`src/tile_pkg.sv`:
```
`default_nettype none

package tile_pkg;

    localparam int NUM_LAYERS = 3;
    localparam int LINE_W     = 512;
    localparam int LAST_X     = 447;     // last visible pixel

    localparam logic [3:0] TRANSPARENT = 4'hf;

    typedef logic [16:0] vram_addr_t;    // word address
    typedef logic [15:0] vram_data_t;
    typedef logic [19:0] rom_addr_t;     // word address
    typedef logic [31:0] rom_data_t;     // eight pixels across four plane bytes

    typedef struct packed {
        logic [1:0] group;
        logic [4:0] pal;
        logic [3:0] colour;
    } pix_t;

    // line buffer entry with the layer that last wrote it
    typedef struct packed {
        logic [1:0] owner;
        pix_t       pix;
    } line_entry_t;

    localparam pix_t CLEAR_PIX = '{group: 2'd0, pal: 5'd0, colour: TRANSPARENT};

    ////////////////////////////////////////
    // tile geometry and pixel unpacking
    ////////////////////////////////////////

    // 8x8, 16x16 and 32x32 tiles
    function automatic int tile_log2(input int layer);
        return 3 + layer;
    endfunction

    // leading pixel of a word, hflip reads from the low end
    function automatic logic [3:0] lead_colour(input rom_data_t w, input logic flip);
        return flip ? {w[24], w[16], w[8], w[0]} : {w[31], w[23], w[15], w[7]};
    endfunction

endpackage

`default_nettype wire

```
`src/tile_ifs.sv`:
```
`timescale 1ns/1ps
`default_nettype none

// request/hold memory port
interface mem_port_if #(
    parameter type addr_t = logic [15:0],
    parameter type data_t = logic [15:0]
);
    logic  cs;      // held with addr until ok
    addr_t addr;
    data_t data;    // valid with ok
    logic  ok;      // single-cycle pulse

    modport requester (output cs, output addr, input data, input ok);
    modport responder (input cs, input addr, output data, output ok);
endinterface

// pixel stream under credit flow control
interface pix_if;
    logic           valid;
    logic [8:0]     x;
    tile_pkg::pix_t pix;
    logic           credit;     // one pulse per retired pixel

    modport sender   (output valid, output x, output pix, input credit);
    modport receiver (input valid, input x, input pix, output credit);
endinterface

`default_nettype wire

```
`src/tile_layer_engine.sv`:
```
`timescale 1ns/1ps
`default_nettype none

module tile_layer_engine #(
    parameter int LAYER   = 0,
    parameter int CREDITS = 4
) (
    input  wire           clk,
    input  wire           rst,
    input  wire           start,
    input  wire [8:0]     vrender,
    input  wire [15:0]    hpos,
    input  wire [15:0]    vpos,
    input  wire [15:0]    vram_base,
    input  wire [3:0]     bank_offset,
    input  wire [3:0]     bank_mask,
    input  wire [3:0]     bank_limit,
    output logic          line_done,
    mem_port_if.requester vram,
    mem_port_if.requester rom,
    pix_if.sender         pix
);

    localparam int TL  = tile_pkg::tile_log2(LAYER);
    localparam int TS  = 1 << TL;
    localparam int NCH = TS / 8;                        // ROM words per tile row
    localparam int CHW = (NCH > 1) ? $clog2(NCH) : 1;
    localparam int CW  = $clog2(CREDITS + 1);

    typedef enum logic [2:0] {S_IDLE, S_CODE, S_ATTR, S_ROM, S_PIX} state_t;

    state_t               state;
    logic [10:0]          vn;         // scrolled row
    logic [10:0]          hn;         // column of the current tile
    logic signed [9:0]    xc;         // screen x of the next pixel
    logic [2:0]           pcnt;       // pixel within word
    logic [CHW-1:0]       chunk;      // word within tile row
    logic [CW-1:0]        credits;
    logic [15:0]          code;
    logic                 hflip;
    logic                 vflip;
    logic [1:0]           grp;
    logic [4:0]           pal;
    tile_pkg::rom_data_t  word;

    logic [11:0]          scan;
    tile_pkg::vram_addr_t tile_addr;
    logic [TL-1:0]        row;
    logic [CHW-1:0]       wsel;
    logic [23:0]          pre;
    tile_pkg::rom_addr_t  rom_calc;
    tile_pkg::pix_t       out_pix;
    logic                 unmapped;
    logic                 visible;
    logic                 send;
    logic                 step;

    wire vram_fire = vram.cs && vram.ok;
    wire rom_fire  = rom.cs && rom.ok;

    ////////////////////////////////////////
    // address generation
    ////////////////////////////////////////

    always_comb begin
        scan      = {vn[TL+5:8], hn[TL+5:TL], vn[7:TL]};
        tile_addr = {vram_base, 1'b0} + {4'd0, scan, 1'b0};  // code then attribute
        row       = vn[TL-1:0] ^ {TL{vflip}};
        wsel      = hflip ? CHW'(NCH - 1) - chunk : chunk;   // right half first
        pre       = (24'(code) << (2 * TL - 3)) | (24'(row) << (TL - 3));
        pre       = pre | (24'(wsel) & 24'(NCH - 1));
        rom_calc  = {(pre[19:16] & bank_mask) | bank_offset, pre[15:0]};
        unmapped  = code[15:12] > bank_limit;
        out_pix.group  = grp;
        out_pix.pal    = pal;
        out_pix.colour = unmapped ? tile_pkg::TRANSPARENT : tile_pkg::lead_colour(word, hflip);
    end

    assign visible = !xc[9];
    assign send    = (state == S_PIX) && visible && (credits != '0);
    assign step    = (state == S_PIX) && (!visible || credits != '0);  // skips cost no credit

    ////////////////////////////////////////
    // control FSM
    ////////////////////////////////////////

    always_ff @(posedge clk or posedge rst) begin
        if (rst) begin
            state     <= S_IDLE;
            vram.cs   <= 1'b0;
            rom.cs    <= 1'b0;
            pix.valid <= 1'b0;
            line_done <= 1'b0;
            credits   <= '0;
            vn        <= '0;
            hn        <= '0;
            xc        <= '0;
            pcnt      <= '0;
            chunk     <= '0;
        end else begin
            pix.valid <= send;
            credits   <= credits + CW'(pix.credit) - CW'(send);
            case (state)
                S_IDLE: begin
                    if (start) begin
                        vn        <= vpos[10:0] + 11'(vrender);
                        hn        <= hpos[10:0] & ~11'(TS - 1);
                        xc        <= -10'(hpos[TL-1:0]);     // fine scroll left of x 0
                        credits   <= CW'(CREDITS);
                        line_done <= 1'b0;
                        chunk     <= '0;
                        state     <= S_CODE;
                    end
                end
                S_CODE, S_ATTR: begin
                    if (!vram.cs) begin
                        vram.cs <= 1'b1;
                    end else if (vram.ok) begin
                        vram.cs <= 1'b0;
                        state   <= (state == S_CODE) ? S_ATTR : S_ROM;
                    end
                end
                S_ROM: begin
                    if (!rom.cs) begin
                        rom.cs <= 1'b1;
                    end else if (rom.ok) begin
                        rom.cs <= 1'b0;
                        pcnt   <= '0;
                        state  <= S_PIX;
                    end
                end
                S_PIX: begin
                    if (step) begin
                        xc   <= xc + 10'sd1;
                        pcnt <= pcnt + 3'd1;
                        if (send && xc == 10'(tile_pkg::LAST_X)) begin
                            line_done <= 1'b1;
                            state     <= S_IDLE;
                        end else if (pcnt == 3'd7) begin
                            if (chunk == CHW'(NCH - 1)) begin
                                chunk <= '0;
                                hn    <= hn + 11'(TS);
                                state <= S_CODE;
                            end else begin
                                chunk <= chunk + 1'b1;
                                state <= S_ROM;
                            end
                        end
                    end
                end
                default: state <= S_IDLE;
            endcase
        end
    end

    ////////////////////////////////////////
    // tile data and pixel path
    ////////////////////////////////////////

    always_ff @(posedge clk) begin
        if ((state == S_CODE || state == S_ATTR) && !vram.cs)
            vram.addr <= tile_addr | 17'(state == S_ATTR);
        if (vram_fire && state == S_CODE)
            code <= vram.data;
        if (vram_fire && state == S_ATTR) begin
            grp   <= vram.data[8:7];
            vflip <= vram.data[6];
            hflip <= vram.data[5];
            pal   <= vram.data[4:0];
        end
        if (state == S_ROM && !rom.cs)
            rom.addr <= rom_calc;
        if (rom_fire)
            word <= rom.data;
        else if (step)
            word <= hflip ? word >> 1 : word << 1;
        if (send) begin
            pix.x   <= xc[8:0];
            pix.pix <= out_pix;
        end
    end

endmodule

`default_nettype wire

```
`src/flat_wrapper.sv`:
```
// flat-port wrapper written by rule: the top's interface ports become plain ports
module tile_layer_engine_flat 
#(
    parameter int LAYER   = 0,
    parameter int CREDITS = 4
)
  (clk, rst, start, vrender, hpos, vpos, vram_base, bank_offset, bank_mask, bank_limit, line_done, vram_cs, vram_addr, vram_data, vram_ok, rom_cs, rom_addr, rom_data, rom_ok, pix_valid, pix_x, pix_pix, pix_credit);
  mem_port_if vram_i ();
  mem_port_if rom_i ();
  pix_if pix_i ();
  input  wire clk;
  input  wire rst;
  input  wire start;
  input  wire [8:0] vrender;
  input  wire [15:0] hpos;
  input  wire [15:0] vpos;
  input  wire [15:0] vram_base;
  input  wire [3:0] bank_offset;
  input  wire [3:0] bank_mask;
  input  wire [3:0] bank_limit;
  output logic line_done;
  output wire logic [$bits(vram_i.cs)-1:0] vram_cs;
  output wire logic [$bits(vram_i.addr)-1:0] vram_addr;
  input wire logic [$bits(vram_i.data)-1:0] vram_data;
  input wire logic [$bits(vram_i.ok)-1:0] vram_ok;
  output wire logic [$bits(rom_i.cs)-1:0] rom_cs;
  output wire logic [$bits(rom_i.addr)-1:0] rom_addr;
  input wire logic [$bits(rom_i.data)-1:0] rom_data;
  input wire logic [$bits(rom_i.ok)-1:0] rom_ok;
  output wire logic [$bits(pix_i.valid)-1:0] pix_valid;
  output wire logic [$bits(pix_i.x)-1:0] pix_x;
  output wire logic [$bits(pix_i.pix)-1:0] pix_pix;
  input wire logic [$bits(pix_i.credit)-1:0] pix_credit;
  assign vram_cs = vram_i.cs;
  assign vram_addr = vram_i.addr;
  assign vram_i.data = vram_data;
  assign vram_i.ok = vram_ok;
  assign rom_cs = rom_i.cs;
  assign rom_addr = rom_i.addr;
  assign rom_i.data = rom_data;
  assign rom_i.ok = rom_ok;
  assign pix_valid = pix_i.valid;
  assign pix_x = pix_i.x;
  assign pix_pix = pix_i.pix;
  assign pix_i.credit = pix_credit;
  tile_layer_engine #(.LAYER(LAYER), .CREDITS(CREDITS)) u_core (.clk(clk), .rst(rst), .start(start), .vrender(vrender), .hpos(hpos), .vpos(vpos), .vram_base(vram_base), .bank_offset(bank_offset), .bank_mask(bank_mask), .bank_limit(bank_limit), .line_done(line_done), .vram(vram_i), .rom(rom_i), .pix(pix_i));
endmodule
```
`config.mk`:
```
export PLATFORM = sky130hd
export DESIGN_NAME = tile_layer_engine_flat
export DESIGN_NICKNAME = d
export VERILOG_FILES = /design/src/tile_pkg.sv /design/src/tile_ifs.sv /design/src/tile_layer_engine.sv /design/src/flat_wrapper.sv
export SDC_FILE = /design/constraint.sdc
export NUM_CORES = 1
export LEC_CHECK = 0
export ABC_AREA = 1
export BUFFER_PORTS_ARGS = -buffer_cell sky130_fd_sc_hd__buf_2
export CAP_MARGIN = 10
export CORE_ASPECT_RATIO = 1.1
export CORE_MARGIN = 5
export CORE_UTILIZATION = 30
export CTS_CLUSTER_SIZE = 28
export DETAILED_ROUTE_END_ITERATION = 7
export GPL_TIMING_DRIVEN = 0
export HOLD_SLACK_MARGIN = 0.03
export PLACE_DENSITY_LB_ADDON = 0.2
export SYNTH_ARGS = -nofsm -noshare
export SYNTH_HDL_FRONTEND = slang
export SYNTH_SLANG_ARGS = --single-unit
```
`constraint.sdc`:
```
create_clock -name clk -period 4.8 [get_ports clk]
set_input_delay 0.24 -clock clk [delete_from_list [all_inputs] [get_ports clk]]
set_output_delay 0.24 -clock clk [all_outputs]
set_load 0.02 [all_outputs]
```
==> out/results.tsv <==
metric	value	unit
outcome	finished, final reports clean	
cts.sinks	147	
synth-main-ff-cell	edfxtp_1	
worstRegToRegCells	10	
hold_violations	0	
setup_viol	0	
ys_top_cells_by_count	nand2_1, edfxtp_1, inv_1	
drtIter0Drc	312	
core_area	23550	um2
period_needed	2821	ps
dieArea	26920	um2
stdcell_area	8986	um2
grt_util_all_layers	13.00	%
clkSlewWorstSetupHoldPaths	70	ps
synth_area_leaders	edfxtp_1, dfrtp_1, nand2_1, ha_1, dfxtp_1	
cp-end-kind	flop	
synth-edff-count	93	
io_pins	163	
cts_buffers	17	
rows	59	
place_area	8244	um2
portBuffers	139	
clk_path_buf_depth	2	
p_per_area	564.0	nW/um2
grt_pass1_vias	5294	
yosysTopAreaCell	edfxtp_1	
r2r_setup_slack	1980	ps
antenna_found_initial	0	
required	5160	ps
period_share	58.76	%
fp.dieH	171.6	um
cts-root-buf	clkbuf_16	
crit_start	u_core.state[1]$_DFFE_PP0P_	
ant_nets	0	
r2r_end	u_core.credits[2]$_DFF_PP0_	
nNetsFinal	1052	
yosysSeqAreaShare	57.06	%
synthesis.area	7122	um2
routed_wl	17.28	mm
synth_top_area_share	39.21	%
cp-start-kind	flop	
postCtsHoldBufs	17	
syn_area_per_cell	9.716	um2
grt-ovfl-total	0	
ys_ff_latch	147	
worstMarginPinSlew	887.3	ps
seqCellArea	4064	um2
yosysMostFrequentCell	nand2_1	
synthArstFlopShare	25.85	%
ys_types	38	
worst_skew_pair.late_latency	420	ps
layout-drive-gt1-share	22.64	%
fp.dieW	156.9	um
cts_max_level	4	
synthesis.nets	875	
route.detailed.drc	0	
drv_cap	0	
rsz0062_at_grt	no	
p_leak	3.981	nW
place_congestion	0.8330	
tns	0	ps
hp-class	in2reg	
fin_skew	14.55	ps
netlist_instances	733	
worstPathMaxFanout	23	
cts_tree	built	
crit_type	reg2reg	
irDropWorstVdd	0.1719	mV
post-cts-setup-buffers	0	
firstDrtPassIters	4	
fillers	2430	
critPathArrivalTime	3180	ps
viasPerCell	4.501	
final_max_slew_viol_count	0	
fmax	354.5	MHz
grt_first_pass_wirelength	27.57	mm
hpwl	12.89	mm
post_drt_wl_per_cell	14.06	um
grt_max_degree	38	
synth_warnings	0	
multi_input_area	2711	um2
area_growth	26.18	%
r2r-start	u_core.state[1]$_DFFE_PP0P_	
vias	5532	
cts-resized-gates	0	
endpoint	u_core.credits[2]$_DFF_PP0_	
initial_core_util	30.24	%
relSlewSlack	40.78	%
## report_power, final
group / leakage [nW] / total (mW) / internal [mW] / switching (mW)
clock network: 0.270 / 1.29 / 0.729 / 0.558
registers: 1.43 / 2.04 / 1.81 / 0.237
logic: 2.28 / 1.74 / 0.627 / 1.11
total: 3.98 / 5.07 / 3.16 / 1.91
## per-stage QoR
stage	setup slack, ps	cells	total power [mW]	utilization [%]	hold WS (ps)
2_1_floorplan	2174	733	3.293	-	338.9
3_3_place_gp	1482	1177	3.785	34.82	400.7
3_5_place_dp	1967	1179	3.822	35.01	103.8
4_1_cts	1931	1228	5.146	38.15	68.14
5_1_grt	1806	1228	5.450	38.15	96.55
6_report	1979	1229	5.068	38.16	85.83
## sequential cells by signal, indices dropped and copies added (netlist names)
| register | count |
|---|---|
| u_core.vn | 9 |
| u_core.pix.x | 9 |
| u_core.vram.cs | 1 |
| u_core.state | 3 |
| u_core.grp | 2 |
| u_core.vflip | 1 |
| u_core.hn | 6 |
| u_core.credits | 3 |
| u_core.xc | 10 |
| u_core.vram.addr | 16 |
| u_core.word | 32 |
| u_core.hflip | 1 |
| u_core.rom.cs | 1 |
| u_core.code | 16 |
| u_core.rom.addr | 16 |
| u_core.pix.pix | 11 |
| u_core.pal | 5 |
| u_core.pcnt | 3 |
| u_core.pix.valid | 1 |
| u_core.line_done | 1 |
## placed cells by master, fill, tap and decap left out, types with 3 or more instances in the layout
cell | synthesis | layout
nand2_1 | 207 | 207
buf_2 | 5 | 144
edfxtp_1 | 93 | 93
inv_1 | 60 | 59
nor2_1 | 51 | 49
nand3_1 | 47 | 47
dfrtp_1 | 38 | 38
a21oi_1 | 32 | 32
ha_1 | 32 | 32
a31oi_1 | 31 | 31
o21ai_1 | 22 | 22
o21ai_0 | 21 | 21
clkbuf_16 | 0 | 17
dlygate4sd3_1 | 0 | 17
dfxtp_1 | 16 | 16
xor2_1 | 12 | 12
clkbuf_1 | 10 | 11
nor2_4 | 5 | 6
nand2_2 | 6 | 6
inv_6 | 0 | 6
xnor2_1 | 5 | 5
buf_6 | 4 | 4
inv_2 | 3 | 4
nand4_1 | 4 | 4
o21a_1 | 4 | 4
nor2_2 | 2 | 3
fa_1 | 3 | 3
clkinvlp_4 | 0 | 3
## per-layer routing
layer | vias to the layer above | track usage [%] | routed length [um]
li1 | 2857 | - | -
met1 | 2530 | 18.16 | 8378
met2 | 131 | 20.11 | 7710
met3 | 14 | 2.793 | 944
met4 | 0 | 4.415 | 250
met5 | - | 0 | 0
## worst min-delay path by stage
stage / start / to / slack (ps) / cells after the start
final: hpos[7] / u_core.hn[7]$_DFFE_PP0P_ / 90 / 3
after global routing: rom_data[0] / u_core.word[0]$_DFFE_PP_ / 100 / 3
after CTS: hpos[7] / u_core.hn[7]$_DFFE_PP0P_ / 70 / 3
after detailed placement: rst / u_core.credits[0]$_DFF_PP0_ / 100 / 2
after global placement: u_core.code[7]$_DFFE_PP_ / u_core.rom.addr[10]$_DFFE_PP_ / 400 / 0
after floorplan: vram_data[0] / u_core.code[0]$_DFFE_PP_ / 340 / 0
## critical path: stages (launching register included)
cell and delay, ps:
dfrtp_1 450, nor2_4 180, nand3_1 120, nor2_4 680
ha_1 360, inv_1 60, ha_1 120, inv_1 50
fa_1 370, or2_2 300, nand3_1 60
## cells by family (layout without fill, tap and decap cells)
group / Yosys count / count (layout) / synth area share (%)
mux: 1 / 1 / 0.1406
other cells: 0 / 1 / 0
flops: 147 / 147 / 57.06
xor+xnor: 17 / 17 / 2.091
fa+ha+maj: 35 / 35 / 6.465
compound gates: 117 / 117 / 9.188
simple gates: 332 / 332 / 20.05
buf+inv: 84 / 274 / 5.007
## final cells by class
cell class,count,area share [%]
clock inverters,14,1.559
diodes,1,0.02785
well taps,305,4.247
repair buffers,158,10.03
clock buffers,18,4.776
multi-input cells,502,30.17
flip-flops and latches,147,45.22
plain buffers,20,1.281
inverters,64,2.687
Note: power is estimated with default switching activity, not from simulation.
